### src/eval_pkg.sv
/* Square encoding, material and phase tables and blend constants
   Kind 7 is not a legal piece and scores as an empty square */
`default_nettype none

package eval_pkg;

   localparam int PIECE_W = 4;
   localparam int SQUARES = 64;
   localparam int RANKS   = 8;
   localparam int BOARD_W = SQUARES * PIECE_W;  // Square i at bits 4i+3:4i
   localparam int RANK_W  = BOARD_W / RANKS;    // Rank r is squares 8r to 8r+7

   // Piece kinds in the low three bits of a square
   localparam logic [2:0] KIND_EMPTY  = 3'd0;
   localparam logic [2:0] KIND_PAWN   = 3'd1;
   localparam logic [2:0] KIND_KNIGHT = 3'd2;
   localparam logic [2:0] KIND_BISHOP = 3'd3;
   localparam logic [2:0] KIND_ROOK   = 3'd4;
   localparam logic [2:0] KIND_QUEEN  = 3'd5;
   localparam logic [2:0] KIND_KING   = 3'd6;
   localparam logic [2:0] KIND_UNUSED = 3'd7;

   // One square word seen as a flat code or as colour over kind
   typedef union packed {
      logic [PIECE_W-1:0] code;
      struct packed {
         logic       black;  // Set for black pieces
         logic [2:0] kind;
      } f;
   } piece_t;

   localparam int VALUE_W = 11;  // Widest entry is the queen at 1025

   // Tables indexed by kind and listed from kind 7 down to kind 0
   localparam logic [7:0][VALUE_W-1:0] MG_VALUE = {
      11'd0,     // Unused
      11'd0,     // King
      11'd1025,  // Queen
      11'd477,   // Rook
      11'd365,   // Bishop
      11'd337,   // Knight
      11'd82,    // Pawn
      11'd0      // Empty
   };

   localparam logic [7:0][VALUE_W-1:0] EG_VALUE = {
      11'd0,
      11'd0,
      11'd936,
      11'd512,
      11'd297,
      11'd281,
      11'd94,
      11'd0
   };

   // Pawns and kings carry no phase weight
   localparam logic [7:0][3:0] PHASE_VALUE = {
      4'd0,
      4'd0,
      4'd9,
      4'd5,
      4'd3,
      4'd3,
      4'd0,
      4'd0
   };

   localparam int PHASE_MAX = 62;  // Phase of a full opening army set
   localparam int PHASE_W   = 11;

   // Division by 62 done as a multiply and a shift
   localparam logic [15:0] BLEND_RECIP = 16'd16912;  // Truncated 2^20 / 62
   localparam int          BLEND_SHIFT = 20;

endpackage

`default_nettype wire
### src/board_latch.sv
/* Input register for board and tag. Loads only while the pipeline advances
   so a stalled board stays in front of the rank evaluators */
`default_nettype none

module board_latch #(
   parameter int TAG_WIDTH = 8
) (
   input  logic                         clk,
   input  logic                         arst_n,
   input  logic                         in_valid,
   input  logic                         in_ready,  // Pipeline advance
   input  logic [eval_pkg::BOARD_W-1:0] board,
   input  logic [TAG_WIDTH-1:0]         in_tag,
   output logic [eval_pkg::BOARD_W-1:0] board_q,
   output logic [TAG_WIDTH-1:0]         tag_q,
   output logic                         board_valid_q
);

   // A cycle without in_valid enters the pipeline as a bubble
   always_ff @(posedge clk or negedge arst_n)
   begin
      if (!arst_n)
         board_valid_q <= 1'b0;
      else if (in_ready)
         board_valid_q <= in_valid;
   end

   always_ff @(posedge clk)
   begin
      if (in_ready)
      begin
         board_q <= board;
         tag_q   <= in_tag;   // Travels beside the board
      end
   end

endmodule

`default_nettype wire

### config.mk
export PLATFORM = sky130hd
export DESIGN_NAME = board_latch
export DESIGN_NICKNAME = d
export VERILOG_FILES = /design/src/eval_pkg.sv /design/src/board_latch.sv
export SDC_FILE = /design/constraint.sdc
export NUM_CORES = 1
export LEC_CHECK = 0
export BUFFER_PORTS_ARGS = -buffer_cell sky130_fd_sc_hd__buf_2
export CAP_MARGIN = 20
export CORE_AREA = 2 2 208 210
export CTS_CLUSTER_DIAMETER = 60
export DETAILED_ROUTE_END_ITERATION = 8
export DIE_AREA = 0 0 210 212
export GPL_TIMING_DRIVEN = 0
export HOLD_SLACK_MARGIN = 0.12
export PLACE_DENSITY = 0.51
export SLEW_MARGIN = 20
export SYNTH_ARGS = -nofsm -noshare
export SYNTH_HDL_FRONTEND = slang
export SYNTH_SLANG_ARGS = --single-unit
export TNS_END_PERCENT = 20
### constraint.sdc
create_clock -name clk -period 1.05 [get_ports clk]
set_clock_uncertainty 0.15 [all_clocks]
set_input_delay 0.0525 -clock clk [delete_from_list [all_inputs] [get_ports clk]]
set_output_delay 0.0525 -clock clk [all_outputs]
set_load 0.01 [all_outputs]
==> flow_metrics.py <==
metrics = {
    "run_status": {
        "status": "complete, but fails checks",
        "violations": "negative hold slack, negative setup slack",
    },
    "die": {
        "start_util_pct": 18.7,
        "io_pins": 533,
        "die_h_um": 212,
        "die_x_um": 210,
        "core_area_um2": 42500,
        "rows": 76,
        "fp.dieArea_um2": 44500,
    },
    "grt": {
        "antenna_found_initial": 2,
        "grt_max_degree": 103,
        "grtUsageTotal_pct": 11.2,
        "grt_overflow": 0,
        "grt_pass1_vias": 6479,
        "grt_pass1_wl_um": 37000,
    },
    "synthesis": {
        "synth_xor_area_share_pct": 0,
        "synth-edff-count": 264,
        "ys_seq_elements": 265,
        "synth.distinct_cells": 3,
        "syn_avg_cell_area_um2": 30.0,
        "synthAdderAreaFrac_pct": 0,
        "synth_ff_type": "edfxtp_1",
        "synth_common_cells": "264 x edfxtp_1, 1 x dfrtp_1, 1 x mux2_4",
        "ys_seq_area_share_pct": 99.8,
        "syn_area_um2": 7970,
        "yosysWarnings": 0,
        "synth-simple-area-share_pct": 0,
        "yosysTopAreaCell": "edfxtp_1",
        "yosysMostFrequentCell": "edfxtp_1",
        "syn_inst": 266,
        "synth-async-reset-ratio_pct": 0.377,
        "synth_top_area_share_pct": 99.5,
        "synth_compound_area_share_pct": 0,
        "synthMuxAreaShare_pct": 0.188,
        "netlist_top_cells_area": "edfxtp_1 99%, dfrtp_1 0.31%, mux2_4 0.19%",
        "synth_top_family_by_area": "multiplexers",
        "synth_fp_nets": 534,
    },
    "worst_setup_path": {
        "crit_chain": "buf_6",
        "path_max_fanout": 1,
        "cp_top_family": "flip-flops",
        "cp_data_arrival_time_ns": 1.18,
        "worstSetupPathType": "register to output port",
        "critical-path-slowest-cell": "edfxtp_1",
        "slowest_delay_ns": 0.48,
        "worstPathRequired_ns": 0.85,
        "r2r_slack_ns": 0,
        "cp.buffers_inverters": 1,
        "end_kind": "output port",
        "critPathLaunchType": "register",
    },
    "power": {
        "power.density_nw_per_um2": 1780,
        "p_sw_share_pct": 22.3,
        "internal_power_uw": 21100,
        "seqPwrFrac_pct": 47.1,
        "pwr-share-comb_pct": 10.9,
        "pwr-share-clk_pct": 42.0,
        "power_switching_uw": 6070,
        "ir_drop_mv": 1.48,
        "total_power_uw": 27200,
        "leakage_uw": 0.00644,
    },
    "timing": {
        "timing.final.crit_period_ns": 1.38,
        "holdWs_ns": -0.179,
        "tightest_slew_ns": 0.605,
        "hold_viol": 84,
        "finalWorstSetupSlack_ns": -0.328,
        "drv_slew": 0,
        "period_share_pct": 131,
        "slew_headroom_pct": 59.6,
        "setup_viol": 266,
        "finalSetupTns_ns": -48.66,
        "rsz0062_at_grt": "yes",
        "clock.fmax_ghz": 0.726,
    },
    "detailed_routing": {
        "drt_first_pass_iters": 4,
        "drt_iter0_markers": 328,
        "via_per_inst": 3.54,
        "drtAntennaViolNets": 0,
        "routed_wirelength_um": 26400,
        "num_vias": 5935,
        "drc": 0,
        "wl_per_cell_um": 15.8,
    },
    "cts": {
        "htreeDepth": 2,
        "cts_buffer_depth": 3,
        "cts_sinks": 265,
        "numCtsBuffers": 34,
        "cts-root-buf": "clkbuf_16",
        "hold_buffers": 268,
        "clk-insertion-delay-late_ns": 0.52,
        "cts_tree": "yes",
        "clk_pin_slew_ns": 0.06,
    },
    "place": {
        "gp_congestion": 0.762,
        "hpwlAfterDp_um": 17900,
        "port_buffers": 532,
    },
    "worst_hold_path": {
        "holdCritPathClass": "input pin to register",
    },
    "final_layout": {
        "area_delta_synth_final_pct": 92.2,
        "nets": 1373,
        "drive_gt1_share_pct": 51.8,
    },
    "run": {
        "drv_cap": 0,
    },
}
==> metal layers <==
layer	global-route usage (%)	vias up	share of wire, %	wire length (um)
li1	-	2778	-	-
met1	11.8	2816	37	9860
met2	19.9	290	52	13800
met3	4.28	49	7.8	2050
met4	5.09	2	2.8	744
met5	0	-	0.049	13
==> metrics by stage <==
stage	std cells	utilization, %	instance area, um2	worst slack, ns
after floorplan	266	-	7970	0.121
after detailed placement	1346	26.8	11400	-0.628
after CTS	1675	35.8	15200	-0.419
after global placement	1344	26.6	11300	-4.16
after global routing	1677	36.0	15300	-0.420
final	1678	36.0	15300	-0.328
==> path summary, 6_finish.rpt <==
check / startpoint / endpoint / cells after the start
worst max-delay path: board_q[101] / board_q[101] / 1
worst min-delay path: in_ready / board_q[114] / 1
worst max register to register: board_valid_q / board_valid_q / 2
worst min register to register: board_valid_q / board_valid_q / 2
max in group asynchronous: arst_n / board_valid_q / 3
min in group asynchronous: arst_n / board_valid_q / 3
==> kinds of logic (layout without fill, tap and decap cells) <==
family                 count (synthesis)  in the layout
multiplexers                           1              1
flip-flops                           265            265
buffers and inverters                  0            864
other                                  0              2
==> sequential cells by signal, indices dropped and copies added, names as in the netlist <==
| signal | flops |
|---|---|
| board_valid_q | 1 |
| tag_q | 8 |
| board_q | 256 |
==> placed cells by master (no fill, tap or decap), types with 2 or more instances in the layout <==
master / count
buf_16: 2
buf_2: 511
buf_6: 20
bufinv_16: 3
clkbuf_1: 6
clkbuf_16: 35
clkinv_1: 6
clkinv_2: 3
diode_2: 2
dlygate4sd3_1: 267
edfxtp_1: 264
inv_6: 4
inv_8: 2
==> final cells by class <==
type	instances	area (um2)
antenna	2	5.00
fill	4034	27200
sequential	265	7950
timing repair buffer	803	5550
tap	546	683
clock inverter	20	209
multi-input combinational	1	15.0
clock buffer	41	898
==> what timing repair did <==
item,CTS,global route
setup endpoints to repair,292,266
setup buffers,0,1
gates resized for setup,14,16
hold endpoints to repair,353,327
==> power groups by stage <==
stage / Combinational, uW / Clock [uW] / Sequential, uW
after floorplan: 6.33 / 0 / 13500
after global placement: 2060 / 0 / 13100
after detailed placement: 2110 / 0 / 13000
after CTS: 2940 / 11800 / 12800
after global routing: 3170 / 12200 / 12900
final: 2970 / 11400 / 12800
No activity file was read; power rests on OpenSTA's default activity.
