===== config.mk =====
export PLATFORM = sky130hd
export DESIGN_NAME = rank_eval
export DESIGN_NICKNAME = d
export VERILOG_FILES = /design/src/eval_pkg.sv /design/src/rank_eval.sv
export SDC_FILE = /design/constraint.sdc
export NUM_CORES = 1
export LEC_CHECK = 0
export BUFFER_PORTS_ARGS = -buffer_cell sky130_fd_sc_hd__buf_2
export CORE_MARGIN = 1
export CORE_UTILIZATION = 50
export CTS_CLUSTER_SIZE = 30
export DETAILED_ROUTE_END_ITERATION = 6
export GPL_TIMING_DRIVEN = 0
export PLACE_DENSITY = 0.67
export SYNTH_ARGS = -nofsm -noshare
export SYNTH_HDL_FRONTEND = slang
export SYNTH_SLANG_ARGS = --single-unit

===== constraint.sdc =====
create_clock -name clk -period 0.9 [get_ports clk]
set_clock_uncertainty 0.1 [all_clocks]
set_input_delay 0.135 -clock clk [delete_from_list [all_inputs] [get_ports clk]]
set_output_delay 0.135 -clock clk [all_outputs]
set_load 0.02 [all_outputs]

===== src/eval_pkg.sv =====
/* Square encoding, material and phase tables and blend constants
   Kind 7 is not a legal piece and scores as an empty square */
`default_nettype none

package eval_pkg;

   localparam int PIECE_W = 4;
   localparam int SQUARES = 64;
   localparam int RANKS   = 8;
   localparam int BOARD_W = SQUARES * PIECE_W;  // Square i at bits 4i+3:4i
   localparam int RANK_W  = BOARD_W / RANKS;    // Rank r is squares 8r to 8r+7

   // Piece kinds in the low three bits of a square
   localparam logic [2:0] KIND_EMPTY  = 3'd0;
   localparam logic [2:0] KIND_PAWN   = 3'd1;
   localparam logic [2:0] KIND_KNIGHT = 3'd2;
   localparam logic [2:0] KIND_BISHOP = 3'd3;
   localparam logic [2:0] KIND_ROOK   = 3'd4;
   localparam logic [2:0] KIND_QUEEN  = 3'd5;
   localparam logic [2:0] KIND_KING   = 3'd6;
   localparam logic [2:0] KIND_UNUSED = 3'd7;

   // One square word seen as a flat code or as colour over kind
   typedef union packed {
      logic [PIECE_W-1:0] code;
      struct packed {
         logic       black;  // Set for black pieces
         logic [2:0] kind;
      } f;
   } piece_t;

   localparam int VALUE_W = 11;  // Widest entry is the queen at 1025

   // Tables indexed by kind and listed from kind 7 down to kind 0
   localparam logic [7:0][VALUE_W-1:0] MG_VALUE = {
      11'd0,     // Unused
      11'd0,     // King
      11'd1025,  // Queen
      11'd477,   // Rook
      11'd365,   // Bishop
      11'd337,   // Knight
      11'd82,    // Pawn
      11'd0      // Empty
   };

   localparam logic [7:0][VALUE_W-1:0] EG_VALUE = {
      11'd0,
      11'd0,
      11'd936,
      11'd512,
      11'd297,
      11'd281,
      11'd94,
      11'd0
   };

   // Pawns and kings carry no phase weight
   localparam logic [7:0][3:0] PHASE_VALUE = {
      4'd0,
      4'd0,
      4'd9,
      4'd5,
      4'd3,
      4'd3,
      4'd0,
      4'd0
   };

   localparam int PHASE_MAX = 62;  // Phase of a full opening army set
   localparam int PHASE_W   = 11;

   // Division by 62 done as a multiply and a shift
   localparam logic [15:0] BLEND_RECIP = 16'd16912;  // Truncated 2^20 / 62
   localparam int          BLEND_SHIFT = 20;

endpackage

`default_nettype wire

===== src/rank_eval.sv =====
/* Material and phase scorer for the eight squares of one rank, one cycle
   White counts positive and black negative. No square-specific terms */
`default_nettype none

module rank_eval #(
   parameter int EVAL_WIDTH = 16
) (
   input  logic                          clk,
   input  logic                          arst_n,
   input  logic                          advance,
   input  logic [eval_pkg::RANK_W-1:0]   rank,
   output logic signed [EVAL_WIDTH-1:0]  rank_mg,
   output logic signed [EVAL_WIDTH-1:0]  rank_eg,
   output logic [eval_pkg::PHASE_W-1:0]  rank_phase
);

   localparam int SQ_PER_RANK = eval_pkg::SQUARES / eval_pkg::RANKS;

   eval_pkg::piece_t             square [SQ_PER_RANK];
   logic signed [EVAL_WIDTH-1:0] mg_term [SQ_PER_RANK];
   logic signed [EVAL_WIDTH-1:0] eg_term [SQ_PER_RANK];
   logic [eval_pkg::PHASE_W-1:0] phase_term [SQ_PER_RANK];

   logic signed [EVAL_WIDTH-1:0] mg_sum;
   logic signed [EVAL_WIDTH-1:0] eg_sum;
   logic [eval_pkg::PHASE_W-1:0] phase_sum;

   always_comb
   begin
      mg_sum    = '0;
      eg_sum    = '0;
      phase_sum = '0;
      for (int i = 0; i < SQ_PER_RANK; i++)
      begin
         square[i].code = rank[i*eval_pkg::PIECE_W +: eval_pkg::PIECE_W];

         // Table lookups by kind with colour applied below
         mg_term[i]    = EVAL_WIDTH'(eval_pkg::MG_VALUE[square[i].f.kind]);
         eg_term[i]    = EVAL_WIDTH'(eval_pkg::EG_VALUE[square[i].f.kind]);
         phase_term[i] =
            (eval_pkg::PHASE_W)'(eval_pkg::PHASE_VALUE[square[i].f.kind]);

         if (square[i].f.black)
         begin
            mg_sum = mg_sum - mg_term[i];
            eg_sum = eg_sum - eg_term[i];
         end
         else
         begin
            mg_sum = mg_sum + mg_term[i];
            eg_sum = eg_sum + eg_term[i];
         end

         phase_sum = phase_sum + phase_term[i];  // Both colours add to phase
      end
   end

   always_ff @(posedge clk or negedge arst_n)
   begin
      if (!arst_n)
      begin
         rank_mg    <= '0;
         rank_eg    <= '0;
         rank_phase <= '0;
      end
      else if (advance)
      begin
         rank_mg    <= mg_sum;
         rank_eg    <= eg_sum;
         rank_phase <= phase_sum;
      end
   end

endmodule

`default_nettype wire


==> results.cfg <==
[outcome]
status = finished, violations left
violations = hold timing, setup timing

[place]
port_buffers = 68
routabilityCongestion = 0.940
hpwl_microns = 36700
dp_cells = 2486

[floorplan]
initial_core_util_pct = 51.1
chipHeight_microns = 176
dieArea_sq_mm = 0.0311
ios = 78
core_sq_mm = 0.0298
fp.dieW_microns = 176
rows = 63

[logic_synthesis]
synth_area_sq_mm = 0.0152
syn_inst = 2025
synth_area_leaders = ha_1 25%, xnor2_1 10%, a21oi_1 6.5%, dfrtp_1 6.4%, fa_1 4.9%
synth-edff-count = 0
ys_seq_area_share_pct = 6.42
synthDominantCellAreaShare_pct = 25.0
synth-main-ff-cell = dfrtp_1
syn_area_per_cell_sq_um = 7.51
ys_warn_count = 0
synth_cell_type_count = 75
synth_seq_cells = 39
async_flop_share_pct = 100
yosysTopAreaCell = ha_1

[global_routing]
antenna_found_initial = 0
grt_pass1_vias = 14400
grt_max_degree = 40
grt_overflow = 0
grt_pass1_wl_microns = 71300
grt_use_total_pct = 28.5

[detailed_routing]
via_count = 15300
routed_via_density = 5.80
drt_pass1_iterations = 5
routed_wl_microns = 48300
wl_per_cell_microns = 18.2
drc_errors = 0
ant_nets = 0
first_iter_violations = 934

[sta]
setup_viol = 78
rsz0062_at_grt = yes
finalCriticalPeriod_ps = 9100
holdWs_ps = -154
max_freq_ghz = 0.110
drv_slew = 0
hold_violations = 39
fin_ws_ps = -8200
min_period_over_period_pct = 1010
slew_headroom_pct = 37.9
tightest_slew_ps = 931

[layout]
final_cell_mix = 196 x ha_1, 148 x nand2_1, 144 x nor2_1
syn_to_final_growth_pct = 37.9
final_common_cell = ha_1
antenna_cells = 0
finalNonFillerCells = 2645
fillers = 2292
layout-drive-gt1-share_pct = 32.5
fin_nets = 2630

[flow_run]
drv_cap = 0

[clocking]
cts_tree = built
insertion_delay_ps = 290
cts_num_sinks = 39
clkTransAtPathRegs_ps = 60
htreeDepth = 2
cts_buffer_depth = 2
cts-root-buf = clkbuf_16
cts_buffers = 5

[setup_path]
setup.worst_path.end_class = flop
ff2ff_setup_slack_ps = 30
cpLargestDelayFamily = adder cells
slowest_delay_ps = 450
cp.arrival_ps = 9180
worstPathMaxFanout = 4
crit_buf_inv = 6
worstPathRequired_ps = 980
crit_top_cell = ha_1
startpoint_type = primary input
crit_slowest_cell = o41a_1
crit_type = in -> reg

[worst_hold_path]
hold_class = in -> async
registers in the layout, summed over array words and instances (netlist names):
register / cells
rank_mg: 16
rank_eg: 16
rank_phase: 7
kinds of logic after synthesis:
group                    after synthesis  synth area share [%]
AO/OA/AOI/OAI                        589                  24.1
XOR/XNOR                             246                  14.6
adder cells (fa/ha/maj)              341                  29.9
buffers and inverters                228                  5.80
flip-flops                            39                  6.42
multiplexers                          39                  2.72
other                                  1                0.0246
AND/OR/NAND/NOR                      542                  16.5
cells in the mapped netlist, drive strengths merged (5+ instances only):
library cell  count
o22a              5
clkbuf           42
ha              304
nand3b            5
nand2           160
or3               7
nor3             49
a21oi           199
nor2b            47
nor2            171
nand3            25
xnor2           176
and3              6
a31o              7
dfrtp            39
mux2i            20
o21bai           33
and2             16
buf              12
a31oi            26
a21o             48
inv             170
o41ai             5
mux2             19
nand2b           32
a41o              7
fa               37
a21boi           25
o211ai            6
o21a             32
xor2             66
nor4             10
o21ai           139
o31ai            17
layout make-up:
cell class,instances,area [sq um],area share [%]
multi-input combinational,1761,16500,78.8
timing repair buffer,224,1720,8.18
sequential,39,976,4.65
inverter,174,747,3.56
tap,390,488,2.33
buffer,49,355,1.69
clock buffer,6,139,0.662
clock inverter,2,35.0,0.167
final timing paths:
kind,start,endpoint,cells after the start
min in group clk,advance,rank_mg[14],4
worst max-delay path,rank[1],rank_mg[15],51
worst min-delay path,arst_n,rank_eg[14],1
max in group asynchronous,arst_n,rank_mg[15],1
worst max register to register,rank_mg[15],rank_mg[15],1
worst min register to register,rank_mg[4],rank_mg[4],2
per-stage QoR:
stage	util [%]	setup WS (ps)	setup TNS [ps]	area, sq um
3_3_place_gp	57.3	-8730	-219400	17100
6_report	70.4	-8200	-205850	21000
4_1_cts	62.3	-7980	-202690	18600
5_1_grt	70.4	-8590	-214060	21000
2_1_floorplan	-	-7500	-183210	16200
3_5_place_dp	57.3	-8840	-222570	17100
per-layer routing:
layer	share of wire, %	wire [microns]	vias to the layer above	track usage (%)
li1	-	-	7563	-
met1	42	20400	7306	35.3
met2	51	24500	390	51.6
met3	4.2	2010	82	2.39
met4	2.9	1380	0	9.20
met5	0	0	-	0
what timing repair did:
item / CTS / global route
hold endpoints to repair: 39 / 39
setup endpoints to repair: 78 / 78
setup buffers: 62 / 94
gates resized for setup: 168 / 333
pin swaps: 124 / 193
cloned: 0 / 0
Power is not shown: default switching activity piles up to over one toggle a cycle in this logic, so the estimate is an artifact.
