<file path="src/eval_pkg.sv">
/* Square encoding, material and phase tables and blend constants
   Kind 7 is not a legal piece and scores as an empty square */
`default_nettype none

package eval_pkg;

   localparam int PIECE_W = 4;
   localparam int SQUARES = 64;
   localparam int RANKS   = 8;
   localparam int BOARD_W = SQUARES * PIECE_W;  // Square i at bits 4i+3:4i
   localparam int RANK_W  = BOARD_W / RANKS;    // Rank r is squares 8r to 8r+7

   // Piece kinds in the low three bits of a square
   localparam logic [2:0] KIND_EMPTY  = 3'd0;
   localparam logic [2:0] KIND_PAWN   = 3'd1;
   localparam logic [2:0] KIND_KNIGHT = 3'd2;
   localparam logic [2:0] KIND_BISHOP = 3'd3;
   localparam logic [2:0] KIND_ROOK   = 3'd4;
   localparam logic [2:0] KIND_QUEEN  = 3'd5;
   localparam logic [2:0] KIND_KING   = 3'd6;
   localparam logic [2:0] KIND_UNUSED = 3'd7;

   // One square word seen as a flat code or as colour over kind
   typedef union packed {
      logic [PIECE_W-1:0] code;
      struct packed {
         logic       black;  // Set for black pieces
         logic [2:0] kind;
      } f;
   } piece_t;

   localparam int VALUE_W = 11;  // Widest entry is the queen at 1025

   // Tables indexed by kind and listed from kind 7 down to kind 0
   localparam logic [7:0][VALUE_W-1:0] MG_VALUE = {
      11'd0,     // Unused
      11'd0,     // King
      11'd1025,  // Queen
      11'd477,   // Rook
      11'd365,   // Bishop
      11'd337,   // Knight
      11'd82,    // Pawn
      11'd0      // Empty
   };

   localparam logic [7:0][VALUE_W-1:0] EG_VALUE = {
      11'd0,
      11'd0,
      11'd936,
      11'd512,
      11'd297,
      11'd281,
      11'd94,
      11'd0
   };

   // Pawns and kings carry no phase weight
   localparam logic [7:0][3:0] PHASE_VALUE = {
      4'd0,
      4'd0,
      4'd9,
      4'd5,
      4'd3,
      4'd3,
      4'd0,
      4'd0
   };

   localparam int PHASE_MAX = 62;  // Phase of a full opening army set
   localparam int PHASE_W   = 11;

   // Division by 62 done as a multiply and a shift
   localparam logic [15:0] BLEND_RECIP = 16'd16912;  // Truncated 2^20 / 62
   localparam int          BLEND_SHIFT = 20;

endpackage

`default_nettype wire
</file>
<file path="src/eval_blend.sv">
/* Rank sum, phase clamp and mg/eg blend over three stages; owns the stall
   eval keeps only the low EVAL_WIDTH bits of the blended score */
`default_nettype none

module eval_blend #(
   parameter int EVAL_WIDTH = 16,
   parameter int TAG_WIDTH  = 8
) (
   input  logic                          clk,
   input  logic                          arst_n,
   input  logic                          board_valid_q,
   input  logic [TAG_WIDTH-1:0]          tag_q,
   input  logic signed [EVAL_WIDTH-1:0]  rank_mg_0,
   input  logic signed [EVAL_WIDTH-1:0]  rank_mg_1,
   input  logic signed [EVAL_WIDTH-1:0]  rank_mg_2,
   input  logic signed [EVAL_WIDTH-1:0]  rank_mg_3,
   input  logic signed [EVAL_WIDTH-1:0]  rank_mg_4,
   input  logic signed [EVAL_WIDTH-1:0]  rank_mg_5,
   input  logic signed [EVAL_WIDTH-1:0]  rank_mg_6,
   input  logic signed [EVAL_WIDTH-1:0]  rank_mg_7,
   input  logic signed [EVAL_WIDTH-1:0]  rank_eg_0,
   input  logic signed [EVAL_WIDTH-1:0]  rank_eg_1,
   input  logic signed [EVAL_WIDTH-1:0]  rank_eg_2,
   input  logic signed [EVAL_WIDTH-1:0]  rank_eg_3,
   input  logic signed [EVAL_WIDTH-1:0]  rank_eg_4,
   input  logic signed [EVAL_WIDTH-1:0]  rank_eg_5,
   input  logic signed [EVAL_WIDTH-1:0]  rank_eg_6,
   input  logic signed [EVAL_WIDTH-1:0]  rank_eg_7,
   input  logic [eval_pkg::PHASE_W-1:0]  rank_phase_0,
   input  logic [eval_pkg::PHASE_W-1:0]  rank_phase_1,
   input  logic [eval_pkg::PHASE_W-1:0]  rank_phase_2,
   input  logic [eval_pkg::PHASE_W-1:0]  rank_phase_3,
   input  logic [eval_pkg::PHASE_W-1:0]  rank_phase_4,
   input  logic [eval_pkg::PHASE_W-1:0]  rank_phase_5,
   input  logic [eval_pkg::PHASE_W-1:0]  rank_phase_6,
   input  logic [eval_pkg::PHASE_W-1:0]  rank_phase_7,
   input  logic                          out_ready,
   output logic                          advance,
   output logic                          out_valid,
   output logic signed [EVAL_WIDTH-1:0]  eval,
   output logic [TAG_WIDTH-1:0]          out_tag
);

   localparam int SUM_W    = EVAL_WIDTH + $clog2(eval_pkg::RANKS);
   localparam int WEIGHT_W = $clog2(eval_pkg::PHASE_MAX + 1) + 1;  // Signed 0..62
   localparam int PROD_W   = SUM_W + WEIGHT_W;
   localparam int T_W      = PROD_W + 1;
   localparam int SCALED_W = T_W + 17;

   localparam logic [WEIGHT_W-2:0]       PHASE_LVL_MAX = (WEIGHT_W-1)'(eval_pkg::PHASE_MAX);
   localparam logic signed [16:0]        RECIP         = {1'b0, eval_pkg::BLEND_RECIP};
   localparam logic signed [SCALED_W-1:0] ROUND_BIAS   =
      SCALED_W'((1 << eval_pkg::BLEND_SHIFT) - 1);

   // Valid and tag line up with the rank evaluator outputs first
   logic                 rank_valid;
   logic                 s1_valid;
   logic                 s2_valid;
   logic [TAG_WIDTH-1:0] rank_tag;
   logic [TAG_WIDTH-1:0] s1_tag;
   logic [TAG_WIDTH-1:0] s2_tag;

   logic signed [SUM_W-1:0]      s1_mg;
   logic signed [SUM_W-1:0]      s1_eg;
   logic [eval_pkg::PHASE_W-1:0] s1_phase;
   logic signed [PROD_W-1:0]     s2_mg_prod;
   logic signed [PROD_W-1:0]     s2_eg_prod;

   logic [WEIGHT_W-2:0]          phase_lvl;
   logic signed [WEIGHT_W-1:0]   mg_weight;
   logic signed [WEIGHT_W-1:0]   eg_weight;
   logic signed [PROD_W-1:0]     mg_prod;
   logic signed [PROD_W-1:0]     eg_prod;
   logic signed [T_W-1:0]        t_sum;
   logic signed [SCALED_W-1:0]   scaled;
   logic signed [SCALED_W-1:0]   shifted;

   // Whole pipeline moves unless a result is waiting on the consumer
   assign advance = !out_valid || out_ready;

   // Stage 2 combinational part
   always_comb
   begin
      if (s1_phase > eval_pkg::PHASE_MAX)
         phase_lvl = PHASE_LVL_MAX;
      else
         phase_lvl = s1_phase[WEIGHT_W-2:0];
      mg_weight = {1'b0, phase_lvl};
      eg_weight = {1'b0, PHASE_LVL_MAX - phase_lvl};
      mg_prod   = s1_mg * mg_weight;
      eg_prod   = s1_eg * eg_weight;
   end

   // Stage 3 combinational part
   always_comb
   begin
      t_sum  = s2_mg_prod + s2_eg_prod;
      scaled = t_sum * RECIP;
      if (scaled < 0)
         scaled = scaled + ROUND_BIAS;  // Shift then truncates toward zero
      shifted = scaled >>> eval_pkg::BLEND_SHIFT;
   end

   always_ff @(posedge clk or negedge arst_n)
   begin
      if (!arst_n)
      begin
         rank_valid <= 1'b0;
         s1_valid   <= 1'b0;
         s2_valid   <= 1'b0;
         out_valid  <= 1'b0;
      end
      else if (advance)
      begin
         rank_valid <= board_valid_q;
         s1_valid   <= rank_valid;
         s2_valid   <= s1_valid;
         out_valid  <= s2_valid;
      end
   end

   always_ff @(posedge clk)
   begin
      if (advance)
      begin
         rank_tag <= tag_q;
         s1_tag   <= rank_tag;
         s2_tag   <= s1_tag;
         out_tag  <= s2_tag;

         s1_mg <= rank_mg_0 + rank_mg_1 + rank_mg_2 + rank_mg_3
                + rank_mg_4 + rank_mg_5 + rank_mg_6 + rank_mg_7;
         s1_eg <= rank_eg_0 + rank_eg_1 + rank_eg_2 + rank_eg_3
                + rank_eg_4 + rank_eg_5 + rank_eg_6 + rank_eg_7;
         s1_phase <= rank_phase_0 + rank_phase_1 + rank_phase_2 + rank_phase_3
                   + rank_phase_4 + rank_phase_5 + rank_phase_6 + rank_phase_7;

         s2_mg_prod <= mg_prod;
         s2_eg_prod <= eg_prod;

         eval <= shifted[EVAL_WIDTH-1:0];
      end
   end

endmodule

`default_nettype wire

</file>
<file path="config.mk">
export PLATFORM = sky130hd
export DESIGN_NAME = eval_blend
export DESIGN_NICKNAME = d
export VERILOG_FILES = /design/src/eval_pkg.sv /design/src/eval_blend.sv
export SDC_FILE = /design/constraint.sdc
export NUM_CORES = 1
export LEC_CHECK = 0
export ABC_AREA = 1
export ABC_CLOCK_PERIOD_IN_PS = 16550
export BUFFER_PORTS_ARGS = -buffer_cell sky130_fd_sc_hd__buf_2
export CELL_PAD_IN_SITES_DETAIL_PLACEMENT = 0
export CELL_PAD_IN_SITES_GLOBAL_PLACEMENT = 1
export CORE_ASPECT_RATIO = 0.8
export CORE_MARGIN = 1.5
export CORE_UTILIZATION = 49
export DETAILED_ROUTE_END_ITERATION = 10
export PLACE_DENSITY = 0.87
export SLEW_MARGIN = 20
export SYNTH_ARGS = -nofsm -noshare
export SYNTH_HDL_FRONTEND = slang
export SYNTH_SLANG_ARGS = --single-unit
export TNS_END_PERCENT = 100
</file>
<file path="constraint.sdc">
create_clock -name clk -period 16.55 [get_ports clk]
set_input_delay 1.655 -clock clk [delete_from_list [all_inputs] [get_ports clk]]
set_output_delay 1.655 -clock clk [all_outputs]
set_load 0.02 [all_outputs]
</file>
==> flow_summary.json <==
{
  "status": "finished clean",
  "slew_violations": 0,
  "gp_congestion": 0.9132,
  "number_of_enable_type_register_cells_in_the_synthesized_netlist": 149,
  "buffer_type_at_the_clock_tree_root": "clkbuf_16",
  "ys_dominant_reg_cell": "edfxtp_1",
  "holdCritPathClass": "flip-flop to flip-flop",
  "synth-seq-area-share_pct": 17.29,
  "fp.coreArea_mm2": 0.05293,
  "cp.required_ps": 16770,
  "synth_cell_count_leaders": "inv_1, nand2_1, fa_1",
  "grt_setup_unrepaired": "false",
  "final_antenna_net_count": 0,
  "worst-path-buf-inv": 5,
  "cts_htree_levels": 4,
  "drt_first_pass_iters": 5,
  "drv.max_cap_violation_count": 0,
  "worst_slew_pin_slew_ps": 971.2,
  "nets": 4478,
  "floorplan.io_pins": 382,
  "syn_to_final_growth_pct": 12.65,
  "floorplan.die.height_um": 210.9,
  "synth.distinct_cells": 50,
  "start_util_pct": 50.00,
  "wire_per_inst_um": 14.13,
  "critical_path.max_fanout": 20,
  "worst_path_largest_cell_delay_ps": 780,
  "final-hold-violation-count": 0,
  "std_cell_rows": 75,
  "dp_worst_setup_slack_ps": 9653,
  "count_of_final_setup_violators": 0,
  "ctsHoldBuffers": 0,
  "critPathCaptureType": "flip-flop",
  "final_period_minus_worst_setup_slack_ps": 6981,
  "post_cts.resized_instances": 0,
  "drive_gt1_share_pct": 14.11,
  "yosys_reg_bits": 153,
  "setup-tns-final_ps": 0,
  "drcViolationCount": 0,
  "insertion_delay_ps": 470,
  "syn-mean-instance-area_um2": 8.730,
  "achievable-frequency_mhz": 143.3,
  "synthTopCellsByArea": "fa_1, edfxtp_1, ha_1",
  "most_frequently_used_cell_type_in_the_post_synthesis_netlist": "inv_1",
  "post_synthesis_instance_total": 3031,
  "cell_type_contributing_the_most_total_cell_area_after_synthesis": "fa_1",
  "relSlewSlack_pct": 34.94,
  "worst_clock_skew_ps": 17.66,
  "clockBufferDepth": 2,
  "aggregate_global_routing_overflow": 0,
  "grt_use_total_pct": 22.42,
  "crit_arrival_ps": 7200,
  "port_buffers": 381,
  "synth.top_cell.area_share_pct": 32.91,
  "crit_top_cell": "nand2_1",
  "finalWorstSetupSlack_ps": 9569,
  "tritoncts.num_buffers": 17,
  "avgViaCountPerCell": 4.880,
  "die_width_um": 262.8,
  "antenna_found_initial": 1,
  "hpwlAfterDp_um": 51960,
  "pin_count_of_the_biggest_net_entering_global_routing": 72,
  "num_vias": 20120,
  "detail_route.iter0.violations": 945,
  "mappedNetlistNets": 4092,
  "path_delay_family": "adder cells",
  "clock_transition_at_path_regs_ps": 60,
  "worst_path_max_delay_cell": "xnor2_2",
  "die_area_mm2": 0.05541,
  "mappedNetlistArea_mm2": 0.02646,
  "path_class": "flip-flop to flip-flop",
  "ys_warn_count": 0,
  "cts_sinks": 153,
  "detail_route.wirelength_um": 58270,
  "post_cts_repair_setup_buffers": 0,
  "tritoncts": "yes",
  "n_antenna_cell": 0,
  "first_global_vias": 21510,
  "synth_async_sr_flop_share_pct": 2.614,
  "start_kind": "flip-flop",
  "final.period_utilization_pct": 42.18,
  "grt_pass1_wl_um": 101100
}
cell usage in the layout (no fill, tap or decap), types with 3 or more instances in the layout:
cell / netlist / routed
inv_1: 779 / 779
inv_2: 10 / 10
buf_4: 1 / 4
ha_1: 270 / 270
nand3_2: 5 / 5
o31ai_1: 3 / 3
o21ai_1: 7 / 7
nor3_1: 13 / 13
clkbuf_16: 0 / 17
dfrtp_1: 4 / 4
inv_6: 0 / 4
inv_8: 0 / 3
a21boi_0: 10 / 10
nor4_1: 4 / 4
o21bai_1: 10 / 10
a211oi_1: 4 / 4
xor2_1: 79 / 79
o21ai_0: 46 / 46
nor2_1: 250 / 250
nor2_2: 15 / 15
a31oi_1: 10 / 10
a21o_1: 11 / 11
nand2_2: 17 / 17
nand3b_1: 6 / 6
nor3_2: 3 / 3
xnor2_1: 60 / 60
o211ai_1: 3 / 3
fa_1: 435 / 435
nor2_4: 7 / 7
nand2_1: 540 / 539
buf_2: 5 / 381
nand4_1: 30 / 30
a21oi_1: 127 / 127
nand3_1: 86 / 86
bufinv_16: 0 / 3
edfxtp_1: 149 / 149
sequential cells by signal, indices dropped and copies added, names as in the netlist:
register    flops
s2_tag          8
s2_eg_prod     26
out_tag         8
s1_phase       11
s1_mg          19
out_valid       1
rank_tag        8
eval           16
s1_eg          19
s2_valid        1
rank_valid      1
s1_valid        1
s1_tag          8
s2_mg_prod     26
kinds of logic (layout without fill, tap and decap cells):
logic type	Yosys count	count (layout)	synth area share, %
flops	153	153	17.29
buf+inv	809	1208	11.51
simple gates	982	982	15.59
fa+ha+maj	705	705	45.68
compound gates	239	239	5.078
xor+xnor	141	141	4.766
mux	2	2	0.08510
area by class of cell:
type,count,area (um^2)
repair buffers,385,1937
multi-input cells,2069,18850
flip-flops and latches,153,4574
inverters,791,2969
clock inverters,14,185.2
fillers,4815,23120
well taps,693,867.1
clock buffers,18,429.2
metal layers:
metal / up-vias / share of wire (%) / track usage [%] / routed length (um)
met4: 2 / 1.1 / 4.445 / 665
met2: 473 / 48 / 39.48 / 28210
met3: 48 / 3.8 / 2.646 / 2239
met1: 9609 / 47 / 30.05 / 27150
met5: - / 0.021 / 0 / 12
li1: 9989 / - / - / -
path summary, 6_finish.rpt:
| kind | to | slack, ps | depth (start not counted) | start |
|---|---|---|---|---|
| worst max-delay path | s2_eg_prod[23] | 9570 | 27 | s1_phase[8] |
| min in group asynchronous | s2_valid | 990 | 1 | arst_n |
| max in group asynchronous | rank_valid | 15450 | 1 | arst_n |
| worst min-delay path | s2_tag[1] | 420 | 0 | s1_tag[1] |
| worst min register to register | s2_tag[1] | 420 | 0 | s1_tag[1] |
| worst max register to register | s2_eg_prod[23] | 9570 | 27 | s1_phase[8] |
metrics by stage:
stage                     util, %  cell area [um^2]  hold WS, ps  instances
final                       56.32             29810        419.3       4123
after global routing        56.32             29810        425.4       4123
after CTS                   56.32             29810        420.7       4123
after detailed placement    55.16             29200        405.4       4091
after global placement      55.16             29200        400.5       4091
after floorplan                 -             26460        400.3       3031
Power is not shown: default switching activity piles up to over one toggle a cycle in this logic, so the estimate is an artifact.
